**config.mk**
```make
export PLATFORM = sky130hd
export DESIGN_NAME = bru_pipe
export DESIGN_NICKNAME = d
export VERILOG_FILES = /design/src/bru_pkg.sv /design/src/bru_iq.sv /design/src/bru_reg_read.sv /design/src/bru_resolve.sv /design/src/bru_pipe.sv
export SDC_FILE = /design/constraint.sdc
export NUM_CORES = 2
export LEC_CHECK = 0
export ABC_CLOCK_PERIOD_IN_PS = 7300
export BUFFER_PORTS_ARGS = -buffer_cell sky130_fd_sc_hd__buf_4
export CAP_MARGIN = 40
export CELL_PAD_IN_SITES_DETAIL_PLACEMENT = 0
export CELL_PAD_IN_SITES_GLOBAL_PLACEMENT = 1
export CORE_MARGIN = 10
export CORE_UTILIZATION = 44
export DETAILED_ROUTE_END_ITERATION = 10
export GPL_ROUTABILITY_DRIVEN = 0
export GPL_TIMING_DRIVEN = 0
export PLACE_DENSITY = 0.72
export SYNTH_ARGS = -nofsm -noshare
export SYNTH_HDL_FRONTEND = slang
export SYNTH_HIERARCHICAL = 1
export SYNTH_SLANG_ARGS = --single-unit
```
**constraint.sdc**
```tcl
create_clock -name CLK -period 7.3 [get_ports CLK]
set_input_delay 1.825 -clock CLK [delete_from_list [all_inputs] [get_ports CLK]]
set_output_delay 1.825 -clock CLK [all_outputs]
set_load 0.02 [all_outputs]
```
**src/bru_pkg.sv**
```systemverilog
// branch unit package
// shared widths, queue depth and the branch opcode encoding

package bru_pkg;

	// ------------------------------------------------------------
	// dispatch and queue sizing

	localparam int DISPATCH_WAYS = 2;
	localparam int BRU_IQ_ENTRIES = 4;
	localparam int LOG_BRU_IQ_ENTRIES = 2;

	// ------------------------------------------------------------
	// physical registers and writeback banks

	localparam int PR_COUNT = 32;
	localparam int LOG_PR_COUNT = 5;
	// bank is the low bit of a PR tag
	localparam int PRF_BANK_COUNT = 2;
	localparam int LOG_PRF_BANK_COUNT = 1;

	localparam int LOG_ROB_ENTRIES = 4;

	// data and PC width
	localparam int XLEN = 32;

	// ------------------------------------------------------------
	// branch ops
	// jumps in the low half, conditional branches with bit 3 set

	typedef enum logic [3:0] {
		BRU_JALR = 4'b0000,
		BRU_JAL  = 4'b0010,
		BRU_BEQ  = 4'b1000,
		BRU_BNE  = 4'b1001,
		BRU_BLT  = 4'b1100,
		BRU_BGE  = 4'b1101,
		BRU_BLTU = 4'b1110,
		BRU_BGEU = 4'b1111
	} bru_op_e;

endpackage

```
**src/bru_iq.sv**
```systemverilog
// branch issue queue
// age-ordered entries that collapse on issue, so entry 0 is the oldest
// wakes sources from the banked writeback bus, issues the oldest ready op

`timescale 1ns/1ps

module bru_iq (
	input logic CLK,
	input logic nRST,

	// dispatch by way
	input logic [bru_pkg::DISPATCH_WAYS-1:0] dispatch_attempt,
	input logic [bru_pkg::DISPATCH_WAYS-1:0] dispatch_valid,
	input bru_pkg::bru_op_e [bru_pkg::DISPATCH_WAYS-1:0] dispatch_op,
	input logic [bru_pkg::DISPATCH_WAYS-1:0][bru_pkg::XLEN-1:0] dispatch_PC,
	input logic [bru_pkg::DISPATCH_WAYS-1:0][bru_pkg::XLEN-1:0] dispatch_pred_PC,
	input logic [bru_pkg::DISPATCH_WAYS-1:0][bru_pkg::XLEN-1:0] dispatch_imm,
	input logic [bru_pkg::DISPATCH_WAYS-1:0][bru_pkg::LOG_PR_COUNT-1:0] dispatch_A_PR,
	input logic [bru_pkg::DISPATCH_WAYS-1:0] dispatch_A_ready,
	input logic [bru_pkg::DISPATCH_WAYS-1:0][bru_pkg::LOG_PR_COUNT-1:0] dispatch_B_PR,
	input logic [bru_pkg::DISPATCH_WAYS-1:0] dispatch_B_ready,
	input logic [bru_pkg::DISPATCH_WAYS-1:0][bru_pkg::LOG_PR_COUNT-1:0] dispatch_dest_PR,
	input logic [bru_pkg::DISPATCH_WAYS-1:0][bru_pkg::LOG_ROB_ENTRIES-1:0] dispatch_ROB_index,
	output logic [bru_pkg::DISPATCH_WAYS-1:0] dispatch_ack,

	// writeback tags by bank
	input logic [bru_pkg::PRF_BANK_COUNT-1:0] WB_valid,
	input logic [bru_pkg::PRF_BANK_COUNT-1:0]
		[bru_pkg::LOG_PR_COUNT-bru_pkg::LOG_PRF_BANK_COUNT-1:0] WB_upper_PR,

	// issue to register read
	input logic read_ready,
	output logic issue_valid,
	output bru_pkg::bru_op_e issue_op,
	output logic [bru_pkg::XLEN-1:0] issue_PC,
	output logic [bru_pkg::XLEN-1:0] issue_pred_PC,
	output logic [bru_pkg::XLEN-1:0] issue_imm,
	output logic [bru_pkg::LOG_PR_COUNT-1:0] issue_A_PR,
	output logic [bru_pkg::LOG_PR_COUNT-1:0] issue_B_PR,
	output logic [bru_pkg::LOG_PR_COUNT-1:0] issue_dest_PR,
	output logic [bru_pkg::LOG_ROB_ENTRIES-1:0] issue_ROB_index
);

	// ------------------------------------------------------------
	// queue state, current and next

	logic [bru_pkg::BRU_IQ_ENTRIES-1:0] q_valid;
	logic [bru_pkg::BRU_IQ_ENTRIES-1:0] n_valid;
	bru_pkg::bru_op_e q_op [bru_pkg::BRU_IQ_ENTRIES];
	bru_pkg::bru_op_e n_op [bru_pkg::BRU_IQ_ENTRIES];
	logic [bru_pkg::XLEN-1:0] q_PC [bru_pkg::BRU_IQ_ENTRIES];
	logic [bru_pkg::XLEN-1:0] n_PC [bru_pkg::BRU_IQ_ENTRIES];
	logic [bru_pkg::XLEN-1:0] q_pred_PC [bru_pkg::BRU_IQ_ENTRIES];
	logic [bru_pkg::XLEN-1:0] n_pred_PC [bru_pkg::BRU_IQ_ENTRIES];
	logic [bru_pkg::XLEN-1:0] q_imm [bru_pkg::BRU_IQ_ENTRIES];
	logic [bru_pkg::XLEN-1:0] n_imm [bru_pkg::BRU_IQ_ENTRIES];
	logic [bru_pkg::LOG_PR_COUNT-1:0] q_A_PR [bru_pkg::BRU_IQ_ENTRIES];
	logic [bru_pkg::LOG_PR_COUNT-1:0] n_A_PR [bru_pkg::BRU_IQ_ENTRIES];
	logic [bru_pkg::LOG_PR_COUNT-1:0] q_B_PR [bru_pkg::BRU_IQ_ENTRIES];
	logic [bru_pkg::LOG_PR_COUNT-1:0] n_B_PR [bru_pkg::BRU_IQ_ENTRIES];
	logic [bru_pkg::LOG_PR_COUNT-1:0] q_dest_PR [bru_pkg::BRU_IQ_ENTRIES];
	logic [bru_pkg::LOG_PR_COUNT-1:0] n_dest_PR [bru_pkg::BRU_IQ_ENTRIES];
	logic [bru_pkg::LOG_ROB_ENTRIES-1:0] q_ROB_index [bru_pkg::BRU_IQ_ENTRIES];
	logic [bru_pkg::LOG_ROB_ENTRIES-1:0] n_ROB_index [bru_pkg::BRU_IQ_ENTRIES];
	logic [bru_pkg::BRU_IQ_ENTRIES-1:0] q_A_ready;
	logic [bru_pkg::BRU_IQ_ENTRIES-1:0] n_A_ready;
	logic [bru_pkg::BRU_IQ_ENTRIES-1:0] q_B_ready;
	logic [bru_pkg::BRU_IQ_ENTRIES-1:0] n_B_ready;

	// select
	logic [bru_pkg::BRU_IQ_ENTRIES-1:0] eligible;
	logic [bru_pkg::LOG_BRU_IQ_ENTRIES-1:0] sel_idx;
	logic sel_found;
	logic issue_fire;

	// tag hit on the bank picked by the tag's low bits
	function automatic logic wb_match(
		input logic [bru_pkg::LOG_PR_COUNT-1:0] pr,
		input logic [bru_pkg::PRF_BANK_COUNT-1:0] valid,
		input logic [bru_pkg::PRF_BANK_COUNT-1:0]
			[bru_pkg::LOG_PR_COUNT-bru_pkg::LOG_PRF_BANK_COUNT-1:0] upper
	);
		logic [bru_pkg::LOG_PRF_BANK_COUNT-1:0] bank;
		bank = pr[bru_pkg::LOG_PRF_BANK_COUNT-1:0];
		return valid[bank]
			&& (upper[bank] == pr[bru_pkg::LOG_PR_COUNT-1:bru_pkg::LOG_PRF_BANK_COUNT]);
	endfunction

	// ------------------------------------------------------------
	// oldest-ready select

	always_comb begin
		sel_idx = '0;
		// scan down so the lowest ready index wins
		for (int i = bru_pkg::BRU_IQ_ENTRIES - 1; i >= 0; i--) begin
			eligible[i] = q_valid[i]
				&& (q_op[i] == bru_pkg::BRU_JAL || q_A_ready[i])
				&& (q_op[i] inside {bru_pkg::BRU_JAL, bru_pkg::BRU_JALR} || q_B_ready[i]);
			if (eligible[i]) begin
				sel_idx = i[bru_pkg::LOG_BRU_IQ_ENTRIES-1:0];
			end
		end
	end

	assign sel_found = |eligible;
	assign issue_fire = sel_found && read_ready;

	// ------------------------------------------------------------
	// wakeup, collapse and dispatch

	always_comb begin
		int unsigned src;
		int unsigned slot;

		n_valid = q_valid;
		n_op = q_op;
		n_PC = q_PC;
		n_pred_PC = q_pred_PC;
		n_imm = q_imm;
		n_A_PR = q_A_PR;
		n_B_PR = q_B_PR;
		n_dest_PR = q_dest_PR;
		n_ROB_index = q_ROB_index;
		n_A_ready = q_A_ready;
		n_B_ready = q_B_ready;
		dispatch_ack = '0;

		// entries above the issued one shift down a slot
		for (int i = 0; i < bru_pkg::BRU_IQ_ENTRIES; i++) begin
			src = i;
			if (issue_fire && i >= sel_idx) begin
				src = i + 1;
			end
			if (src < bru_pkg::BRU_IQ_ENTRIES) begin
				n_valid[i] = q_valid[src];
				n_op[i] = q_op[src];
				n_PC[i] = q_PC[src];
				n_pred_PC[i] = q_pred_PC[src];
				n_imm[i] = q_imm[src];
				n_A_PR[i] = q_A_PR[src];
				n_B_PR[i] = q_B_PR[src];
				n_dest_PR[i] = q_dest_PR[src];
				n_ROB_index[i] = q_ROB_index[src];
				n_A_ready[i] = q_A_ready[src] || wb_match(q_A_PR[src], WB_valid, WB_upper_PR);
				n_B_ready[i] = q_B_ready[src] || wb_match(q_B_PR[src], WB_valid, WB_upper_PR);
			end else begin
				n_valid[i] = 1'b0;
			end
		end

		// survivors are packed low, so the count is the first free slot
		slot = 0;
		for (int i = 0; i < bru_pkg::BRU_IQ_ENTRIES; i++) begin
			slot = slot + n_valid[i];
		end

		// way 0 takes the first free slot, way 1 the next
		for (int w = 0; w < bru_pkg::DISPATCH_WAYS; w++) begin
			dispatch_ack[w] = dispatch_attempt[w] && (slot < bru_pkg::BRU_IQ_ENTRIES);
			if (dispatch_ack[w] && dispatch_valid[w]) begin
				n_valid[slot] = 1'b1;
				n_op[slot] = dispatch_op[w];
				n_PC[slot] = dispatch_PC[w];
				n_pred_PC[slot] = dispatch_pred_PC[w];
				n_imm[slot] = dispatch_imm[w];
				n_A_PR[slot] = dispatch_A_PR[w];
				n_B_PR[slot] = dispatch_B_PR[w];
				n_dest_PR[slot] = dispatch_dest_PR[w];
				n_ROB_index[slot] = dispatch_ROB_index[w];
				// catch a writeback landing in the dispatch cycle
				n_A_ready[slot] = dispatch_A_ready[w]
					|| wb_match(dispatch_A_PR[w], WB_valid, WB_upper_PR);
				n_B_ready[slot] = dispatch_B_ready[w]
					|| wb_match(dispatch_B_PR[w], WB_valid, WB_upper_PR);
				slot = slot + 1;
			end
		end
	end

	always_ff @(posedge CLK or negedge nRST) begin
		if (!nRST) begin
			q_valid <= '0;
		end else begin
			q_valid <= n_valid;
		end
	end

	always_ff @(posedge CLK) begin
		q_op <= n_op;
		q_PC <= n_PC;
		q_pred_PC <= n_pred_PC;
		q_imm <= n_imm;
		q_A_PR <= n_A_PR;
		q_B_PR <= n_B_PR;
		q_dest_PR <= n_dest_PR;
		q_ROB_index <= n_ROB_index;
		q_A_ready <= n_A_ready;
		q_B_ready <= n_B_ready;
	end

	// ------------------------------------------------------------
	// issue register, held while read stage is stalled

	always_ff @(posedge CLK or negedge nRST) begin
		if (!nRST) begin
			issue_valid <= 1'b0;
		end else if (read_ready) begin
			issue_valid <= sel_found;
		end
	end

	always_ff @(posedge CLK) begin
		if (issue_fire) begin
			issue_op <= q_op[sel_idx];
			issue_PC <= q_PC[sel_idx];
			issue_pred_PC <= q_pred_PC[sel_idx];
			issue_imm <= q_imm[sel_idx];
			issue_A_PR <= q_A_PR[sel_idx];
			issue_B_PR <= q_B_PR[sel_idx];
			issue_dest_PR <= q_dest_PR[sel_idx];
			issue_ROB_index <= q_ROB_index[sel_idx];
		end
	end

endmodule

```
**src/bru_reg_read.sv**
```systemverilog
// branch register read stage
// physical register file filled by the writeback bus, operand read with
// same-cycle bypass into a one-entry output register

`timescale 1ns/1ps

module bru_reg_read (
	input logic CLK,
	input logic nRST,

	// issue from queue
	input logic issue_valid,
	input bru_pkg::bru_op_e issue_op,
	input logic [bru_pkg::XLEN-1:0] issue_PC,
	input logic [bru_pkg::XLEN-1:0] issue_pred_PC,
	input logic [bru_pkg::XLEN-1:0] issue_imm,
	input logic [bru_pkg::LOG_PR_COUNT-1:0] issue_A_PR,
	input logic [bru_pkg::LOG_PR_COUNT-1:0] issue_B_PR,
	input logic [bru_pkg::LOG_PR_COUNT-1:0] issue_dest_PR,
	input logic [bru_pkg::LOG_ROB_ENTRIES-1:0] issue_ROB_index,
	output logic read_ready,

	// writeback bus by bank
	input logic [bru_pkg::PRF_BANK_COUNT-1:0] WB_valid,
	input logic [bru_pkg::PRF_BANK_COUNT-1:0]
		[bru_pkg::LOG_PR_COUNT-bru_pkg::LOG_PRF_BANK_COUNT-1:0] WB_upper_PR,
	input logic [bru_pkg::PRF_BANK_COUNT-1:0][bru_pkg::XLEN-1:0] WB_data,

	// operands to resolve
	input logic exec_ready,
	output logic exec_valid,
	output bru_pkg::bru_op_e exec_op,
	output logic [bru_pkg::XLEN-1:0] exec_PC,
	output logic [bru_pkg::XLEN-1:0] exec_pred_PC,
	output logic [bru_pkg::XLEN-1:0] exec_imm,
	output logic [bru_pkg::XLEN-1:0] exec_A,
	output logic [bru_pkg::XLEN-1:0] exec_B,
	output logic [bru_pkg::LOG_PR_COUNT-1:0] exec_dest_PR,
	output logic [bru_pkg::LOG_ROB_ENTRIES-1:0] exec_ROB_index
);

	logic [bru_pkg::XLEN-1:0] prf [bru_pkg::PR_COUNT];
	logic [bru_pkg::LOG_PR_COUNT-1:0] wb_PR [bru_pkg::PRF_BANK_COUNT];
	logic [bru_pkg::LOG_PR_COUNT-1:0] src_PR [2];
	logic [bru_pkg::XLEN-1:0] src_data [2];

	// full tag is the upper bits with the bank number below
	always_comb begin
		for (int b = 0; b < bru_pkg::PRF_BANK_COUNT; b++) begin
			wb_PR[b] = {WB_upper_PR[b], b[bru_pkg::LOG_PRF_BANK_COUNT-1:0]};
		end
	end

	// PR 0 is never written and stays zero
	always_ff @(posedge CLK or negedge nRST) begin
		if (!nRST) begin
			for (int i = 0; i < bru_pkg::PR_COUNT; i++) begin
				prf[i] <= '0;
			end
		end else begin
			for (int b = 0; b < bru_pkg::PRF_BANK_COUNT; b++) begin
				if (WB_valid[b] && wb_PR[b] != '0) begin
					prf[wb_PR[b]] <= WB_data[b];
				end
			end
		end
	end

	// ------------------------------------------------------------
	// operand read, A then B

	assign src_PR[0] = issue_A_PR;
	assign src_PR[1] = issue_B_PR;

	always_comb begin
		for (int k = 0; k < 2; k++) begin
			src_data[k] = prf[src_PR[k]];
			// bypass a writeback in the same cycle
			for (int b = 0; b < bru_pkg::PRF_BANK_COUNT; b++) begin
				if (WB_valid[b] && wb_PR[b] == src_PR[k] && src_PR[k] != '0) begin
					src_data[k] = WB_data[b];
				end
			end
		end
	end

	// ------------------------------------------------------------
	// output register

	assign read_ready = !exec_valid || exec_ready;

	always_ff @(posedge CLK or negedge nRST) begin
		if (!nRST) begin
			exec_valid <= 1'b0;
		end else if (read_ready) begin
			exec_valid <= issue_valid;
		end
	end

	always_ff @(posedge CLK) begin
		if (read_ready && issue_valid) begin
			exec_op <= issue_op;
			exec_PC <= issue_PC;
			exec_pred_PC <= issue_pred_PC;
			exec_imm <= issue_imm;
			exec_A <= src_data[0];
			exec_B <= src_data[1];
			exec_dest_PR <= issue_dest_PR;
			exec_ROB_index <= issue_ROB_index;
		end
	end

endmodule

```
**src/bru_resolve.sv**
```systemverilog
// branch resolve stage
// evaluates the condition, computes the real next PC against the predicted
// one and produces the JAL/JALR link value, all into an output register

`timescale 1ns/1ps

module bru_resolve (
	input logic CLK,
	input logic nRST,

	// operands from read stage
	input logic exec_valid,
	input bru_pkg::bru_op_e exec_op,
	input logic [bru_pkg::XLEN-1:0] exec_PC,
	input logic [bru_pkg::XLEN-1:0] exec_pred_PC,
	input logic [bru_pkg::XLEN-1:0] exec_imm,
	input logic [bru_pkg::XLEN-1:0] exec_A,
	input logic [bru_pkg::XLEN-1:0] exec_B,
	input logic [bru_pkg::LOG_PR_COUNT-1:0] exec_dest_PR,
	input logic [bru_pkg::LOG_ROB_ENTRIES-1:0] exec_ROB_index,
	output logic exec_ready,

	// result
	input logic resolve_ready,
	output logic resolve_valid,
	output logic [bru_pkg::LOG_ROB_ENTRIES-1:0] resolve_ROB_index,
	output logic resolve_mispredict,
	output logic [bru_pkg::XLEN-1:0] resolve_target_PC,
	output logic resolve_link_valid,
	output logic [bru_pkg::LOG_PR_COUNT-1:0] resolve_link_PR,
	output logic [bru_pkg::XLEN-1:0] resolve_link_data
);

	logic taken;
	logic is_jump;
	logic [bru_pkg::XLEN-1:0] target_base;
	logic [bru_pkg::XLEN-1:0] target_sum;
	logic [bru_pkg::XLEN-1:0] seq_PC;
	logic [bru_pkg::XLEN-1:0] target_PC;

	// ------------------------------------------------------------
	// condition

	always_comb begin
		case (exec_op)
			bru_pkg::BRU_JAL,
			bru_pkg::BRU_JALR: taken = 1'b1;
			bru_pkg::BRU_BEQ:  taken = exec_A == exec_B;
			bru_pkg::BRU_BNE:  taken = exec_A != exec_B;
			bru_pkg::BRU_BLT:  taken = $signed(exec_A) < $signed(exec_B);
			bru_pkg::BRU_BGE:  taken = $signed(exec_A) >= $signed(exec_B);
			bru_pkg::BRU_BLTU: taken = exec_A < exec_B;
			bru_pkg::BRU_BGEU: taken = exec_A >= exec_B;
			default:           taken = 1'b0;
		endcase
	end

	// ------------------------------------------------------------
	// target

	assign is_jump = exec_op inside {bru_pkg::BRU_JAL, bru_pkg::BRU_JALR};

	// JALR is register relative, everything else PC relative
	assign target_base = (exec_op == bru_pkg::BRU_JALR) ? exec_A : exec_PC;
	assign target_sum = target_base + exec_imm;
	assign seq_PC = exec_PC + 'd4;

	always_comb begin
		if (!taken) begin
			target_PC = seq_PC;
		end else if (exec_op == bru_pkg::BRU_JALR) begin
			target_PC = {target_sum[bru_pkg::XLEN-1:1], 1'b0};
		end else begin
			target_PC = target_sum;
		end
	end

	// ------------------------------------------------------------
	// output register, frozen while the result is not taken

	assign exec_ready = !resolve_valid || resolve_ready;

	always_ff @(posedge CLK or negedge nRST) begin
		if (!nRST) begin
			resolve_valid <= 1'b0;
		end else if (exec_ready) begin
			resolve_valid <= exec_valid;
		end
	end

	always_ff @(posedge CLK) begin
		if (exec_ready && exec_valid) begin
			resolve_ROB_index <= exec_ROB_index;
			resolve_mispredict <= target_PC != exec_pred_PC;
			resolve_target_PC <= target_PC;
			resolve_link_valid <= is_jump;
			resolve_link_PR <= exec_dest_PR;
			resolve_link_data <= seq_PC;
		end
	end

endmodule

```
**src/bru_pipe.sv**
```systemverilog
// branch unit top
// issue queue, register read and resolve stages in a chain

`timescale 1ns/1ps

module bru_pipe (
	input logic CLK,
	input logic nRST,

	// dispatch by way
	input logic [bru_pkg::DISPATCH_WAYS-1:0] dispatch_attempt,
	input logic [bru_pkg::DISPATCH_WAYS-1:0] dispatch_valid,
	input bru_pkg::bru_op_e [bru_pkg::DISPATCH_WAYS-1:0] dispatch_op,
	input logic [bru_pkg::DISPATCH_WAYS-1:0][bru_pkg::XLEN-1:0] dispatch_PC,
	input logic [bru_pkg::DISPATCH_WAYS-1:0][bru_pkg::XLEN-1:0] dispatch_pred_PC,
	input logic [bru_pkg::DISPATCH_WAYS-1:0][bru_pkg::XLEN-1:0] dispatch_imm,
	input logic [bru_pkg::DISPATCH_WAYS-1:0][bru_pkg::LOG_PR_COUNT-1:0] dispatch_A_PR,
	input logic [bru_pkg::DISPATCH_WAYS-1:0] dispatch_A_ready,
	input logic [bru_pkg::DISPATCH_WAYS-1:0][bru_pkg::LOG_PR_COUNT-1:0] dispatch_B_PR,
	input logic [bru_pkg::DISPATCH_WAYS-1:0] dispatch_B_ready,
	input logic [bru_pkg::DISPATCH_WAYS-1:0][bru_pkg::LOG_PR_COUNT-1:0] dispatch_dest_PR,
	input logic [bru_pkg::DISPATCH_WAYS-1:0][bru_pkg::LOG_ROB_ENTRIES-1:0] dispatch_ROB_index,
	output logic [bru_pkg::DISPATCH_WAYS-1:0] dispatch_ack,

	// writeback bus by bank
	input logic [bru_pkg::PRF_BANK_COUNT-1:0] WB_valid,
	input logic [bru_pkg::PRF_BANK_COUNT-1:0]
		[bru_pkg::LOG_PR_COUNT-bru_pkg::LOG_PRF_BANK_COUNT-1:0] WB_upper_PR,
	input logic [bru_pkg::PRF_BANK_COUNT-1:0][bru_pkg::XLEN-1:0] WB_data,

	// result
	input logic resolve_ready,
	output logic resolve_valid,
	output logic [bru_pkg::LOG_ROB_ENTRIES-1:0] resolve_ROB_index,
	output logic resolve_mispredict,
	output logic [bru_pkg::XLEN-1:0] resolve_target_PC,
	output logic resolve_link_valid,
	output logic [bru_pkg::LOG_PR_COUNT-1:0] resolve_link_PR,
	output logic [bru_pkg::XLEN-1:0] resolve_link_data
);

	// ------------------------------------------------------------
	// queue to read stage

	logic read_ready;
	logic issue_valid;
	bru_pkg::bru_op_e issue_op;
	logic [bru_pkg::XLEN-1:0] issue_PC;
	logic [bru_pkg::XLEN-1:0] issue_pred_PC;
	logic [bru_pkg::XLEN-1:0] issue_imm;
	logic [bru_pkg::LOG_PR_COUNT-1:0] issue_A_PR;
	logic [bru_pkg::LOG_PR_COUNT-1:0] issue_B_PR;
	logic [bru_pkg::LOG_PR_COUNT-1:0] issue_dest_PR;
	logic [bru_pkg::LOG_ROB_ENTRIES-1:0] issue_ROB_index;

	// read stage to resolve
	logic exec_ready;
	logic exec_valid;
	bru_pkg::bru_op_e exec_op;
	logic [bru_pkg::XLEN-1:0] exec_PC;
	logic [bru_pkg::XLEN-1:0] exec_pred_PC;
	logic [bru_pkg::XLEN-1:0] exec_imm;
	logic [bru_pkg::XLEN-1:0] exec_A;
	logic [bru_pkg::XLEN-1:0] exec_B;
	logic [bru_pkg::LOG_PR_COUNT-1:0] exec_dest_PR;
	logic [bru_pkg::LOG_ROB_ENTRIES-1:0] exec_ROB_index;

	bru_iq i_iq (.*);

	bru_reg_read i_reg_read (.*);

	bru_resolve i_resolve (.*);

endmodule

```
==> Implementation_results.wiki <==
{| class="wikitable"
! Metric !! Value
|-
| Final setup violating endpoints || 0
|-
| Final HPWL DP || 341000 um
|-
| Peak supply drop || 0.000388 V
|-
| Max_slew headroom || 28.5%
|-
| Post-synth EDFFs || 367
|-
| H-tree depth reported by CTS || 4
|-
| Number of max-cap violations || 0
|-
| Measured slew at the worst slew-check pin || 1.07 ns
|-
| P per Cell Area || 594 mW/mm^2
|-
| First-pass GRT wire length || 640000 um
|-
| Primary flip-flop cell chosen by synthesis mapping || dfrtp_1
|-
| Static Leak || 0.0494 uW
|-
| Number of design-rule violations left by the first detailed-router iteration || 12800
|-
| Final count of pins violating max slew || 0
|-
| Compound-gate portion of the synthesized area || 11.6%
|-
| Part of the Yosys area used for sequential elements || 46.1%
|-
| YS warnings || 6
|-
| Drt wl/cell || 35.5 um
|-
| Number of cells produced by synthesis || 9028
|-
| Part of the power in the clock network || 16.1%
|-
| Portion of the clock cycle consumed by the worst path in the final layout || 98.7%
|-
| Internal reg-to-reg setup slack || 0.51 ns
|-
| Simple-gate portion of the synthesized area || 8.74%
|-
| Clock net sink count || 1882
|-
| Mapped Area || 0.101 sq mm
|-
| Synthesized netlist net count || 9426
|-
| Share of final-layout standard cells stronger than drive strength 1 || 26.8%
|-
| Avg Cell Area, Syn || 11.2 sq um
|-
| Outcome || completed
|-
| Crit path launch type || primary input
|-
| Critical Path AT || 5.38 ns
|-
| Antenna-violating nets left || 0
|-
| Final hold violations || 0
|-
| Net switching power of the design || 33400 uW
|-
| Hold EP || i_resolve/resolve_link_PR[3]$_DFFE_PP_
|-
| Origin of the worst min-delay path || i_reg_read/exec_dest_PR[3]$_DFFE_PP_
|-
| Multiplexer share of the synthesized area || 27.3%
|-
| Int Power || 36400 uW
|-
| Area enclosed by the die boundary || 0.249 sq mm
|-
| Critical Path Sink Type || output pin
|-
| Number of stages on the worst hold path || 0
|-
| Crit path max fanout || 19
|-
| Number of buffers inserted by port buffering || 396
|-
| Routed vias || 86300
|-
| Total CTS buffers || 206
|-
| Max clock buf depth || 3
|-
| Setup repair after global routing missed its margin || no
|-
| Maximum number of pins on one net before global-route repair || 157
|-
| Total of flip-flops plus latches after synthesis || 1882
|-
| Share of synthesized flip-flops with an asynchronous set or reset || 54.8%
|-
| Height of the die || 499 um
|-
| Clock-pin slew reported for the worst setup and hold paths after clock tree synthesis || 0.06 ns
|-
| Library cells used by synthesis || 109
|-
| Count of unresolved DRC violations after routing || 0
|-
| Parity-gate share of the synthesized area counting xor and xnor cells || 1.40%
|-
| Class of the tightest hold or removal check || reg -> reg
|-
| Sequential group share of total power || 26.9%
|-
| Total gr overflow || 0
|-
| CP Data Required Time || 5.48 ns
|-
| Layout Skew || 0.0509 ns
|-
| Wire length after detailed routing || 463000 um
|-
| Total power || 69800 uW
|-
| Overall routing resource usage || 35.6%
|-
| # fillers || 20200
|-
| Worst Setup Slack, final || 0.0960 ns
|-
| FF-to-FF Start || i_iq/q_op[4]$_DFF_P_
|-
| Area growth from synthesis to layout || 16.6%
|-
| Hold buffer count at CTS || 0
|-
| Worst slack at placement || -1.77 ns
|-
| Net count of the finished layout || 10200
|-
| Count of pins on the block boundary || 401
|-
| Fmax || 139 MHz
|-
| Post-layout min period || 7.20 ns
|-
| Startpoint-to-endpoint class of the critical path || in -> out
|-
| Row Count || 175
|-
| Main combinational cell family by area after synthesis || multiplexers
|-
| Depth of the worst register-to-register path || 19
|-
| Die W || 499 um
|-
| Via count of the first global-routing pass || 83000
|-
| Combinational fraction of design power || 57.0%
|-
| Synth Area in Adders || 0.964%
|-
| Core utilization of the finished layout || 51.6%
|-
| Source-to-sink clock delay at the later pin of the worst-skew pair || 0.91 ns
|-
| Root Buffer || clkbuf_16
|-
| Capture instance of the worst register-to-register path || i_iq/q_PC[126]$_DFF_P_
|-
| Initial antenna violation count || 97
|-
| Area of the core || 0.228 sq mm
|-
| CTS tree || done
|-
| Initial Util || 44.3%
|-
| Switching fraction of total power || 47.9%
|-
| Number of vias per cell after detailed routing || 6.61
|-
| Detailed-router iteration count before antenna repair || 9
|}
[how the worst max path moves through the flow]
stage	startpoint	endpoint	slack, ns	cells after the start
2_1_floorplan	resolve_ready	dispatch_ack[1]	0.48	13
3_3_place_gp	nRST	i_iq/q_valid[3]$_DFF_PN0_	-7.93	1
3_5_place_dp	resolve_ready	i_iq/q_PC[126]$_DFF_P_	-1.77	21
4_1_cts	resolve_ready	dispatch_ack[1]	0.03	16
5_1_grt	resolve_ready	dispatch_ack[1]	0.005	14
6_report	resolve_ready	dispatch_ack[1]	0.1	14
[power by group through the flow]
stage          Clock, uW  Combinational (uW)  Sequential, uW
2_1_floorplan          0               22500           17800
5_1_grt            11700               41100           19100
4_1_cts            11300               38100           18600
3_5_place_dp           0               37900           18800
6_report           11200               39800           18700
3_3_place_gp           0               36100           18800
[what timing repair did]
| item | CTS | global route |
|---|---|---|
| resized for setup | 14 | 6 |
| endpoints found under the setup margin | 376 | 45 |
| buffers inserted | 1 | 0 |
[per-stage QoR]
step | instances | cell area (sq um) | hold WS, ns | setup TNS [ns]
global route | 13000 | 118000 | 0.412 | 0
floorplan | 9028 | 101000 | 0.400 | 0
detailed placement | 12600 | 110000 | 0.405 | -596.97
finish | 13100 | 118000 | 0.404 | 0
CTS | 13000 | 117000 | 0.406 | 0
global placement | 12400 | 108000 | 0.401 | -9305.80
[layout by cell type (no fill, tap or decap), drive strengths merged, types with 69 or more instances in the layout]
master / instances
nand2: 1189
mux2: 1093
dfrtp: 1031
buf: 943
mux2i: 778
clkbuf: 756
o21ai: 581
dfxtp: 484
edfxtp: 367
nor2: 342
mux4: 328
a21oi: 217
a31oi: 200
a211oi: 161
o31ai: 144
and2: 133
a22oi: 128
and3: 116
o22ai: 96
inv: 87
xnor2: 84
ha: 72
o221ai: 70
xor2: 69
[sequential cells by signal, summed over array words and instances (netlist names), 128 cells and up]
signal and flops:
i_iq/q_imm 128, i_reg_read/prf 1024, i_iq/q_PC 128, i_iq/q_pred_PC 128
[routing by layer]
layer  up-vias  wire length [um]  track usage [%]
met1     43300            176000             45.7
met5         -               343           0.0579
met4        56             33000             21.6
li1      35000                 -                -
met2      6481            189000             49.6
met3      1511             65100             15.0
[layout make-up]
class	instances	area [sq um]	share of cell area (%)
clock inverters	89	1190	1.01
multi-input cells	6250	50400	42.9
well taps	3009	3760	3.20
inverters	80	305	0.260
plain buffers	813	3700	3.15
diodes	53	133	0.113
repair buffers	592	5520	4.70
clock buffers	294	6060	5.16
flip-flops and latches	1882	46500	39.6
[cells in the mapped netlist, types with 11 or more instances]
| library cell | n | area (sq um) |
|---|---|---|
| nand2b_1 | 24 | 150 |
| o21a_1 | 12 | 90.1 |
| o31ai_1 | 141 | 1060 |
| and3_1 | 115 | 719 |
| or3_1 | 13 | 81.3 |
| mux4_2 | 328 | 7390 |
| nand3_1 | 62 | 310 |
| buf_4 | 60 | 450 |
| mux2_2 | 1073 | 12100 |
| xor2_1 | 69 | 604 |
| dfrtp_1 | 1031 | 25800 |
| edfxtp_1 | 367 | 11000 |
| and4_1 | 11 | 96.3 |
| a21o_1 | 26 | 195 |
| nand3b_1 | 11 | 82.6 |
| a21oi_1 | 216 | 1080 |
| o22ai_1 | 96 | 601 |
| a211oi_1 | 160 | 1200 |
| o221ai_1 | 69 | 604 |
| mux2_1 | 20 | 225 |
| nor3_1 | 28 | 140 |
| a22oi_1 | 128 | 961 |
| and2_1 | 131 | 820 |
| nand4_1 | 33 | 206 |
| a31oi_1 | 199 | 1240 |
| buf_6 | 13 | 146 |
| a311oi_1 | 26 | 228 |
| o21ai_1 | 37 | 185 |
| nor2_1 | 342 | 1280 |
| dfxtp_1 | 484 | 9690 |
| clkbuf_1 | 458 | 1720 |
| a22o_1 | 35 | 307 |
| o21ai_0 | 540 | 2700 |
| mux2i_1 | 774 | 7750 |
| buf_1 | 75 | 282 |
| xnor2_1 | 84 | 736 |
| inv_1 | 79 | 297 |
| nor2b_1 | 12 | 75.1 |
| nand2_1 | 1189 | 4460 |
| a211o_1 | 27 | 236 |
| buf_2 | 209 | 1050 |
| ha_1 | 72 | 901 |
[kinds of logic (layout without fill, tap and decap cells)]
group,Yosys count,after routing
other,0,53
adder cells (fa/ha/maj),76,76
AND/OR/NAND/NOR,2018,2018
buffers and inverters,896,1868
XOR/XNOR,156,156
flip-flops,1882,1882
AO/OA/AOI/OAI,1801,1801
multiplexers,2199,2199
[worst max-delay path: stages]
cell and delay (ns):
buf_4 0.10, nand2b_1 0.22, nand2b_1 0.24, buf_6 0.18
o211ai_4 0.20, buf_12 0.24, buf_12 0.22, o21a_1 0.20
fa_1 0.44, ha_2 0.43, inv_1 0.15, fa_1 0.42
o211a_1 0.29, buf_4 0.18
Note: power is estimated with default switching activity, not from simulation.
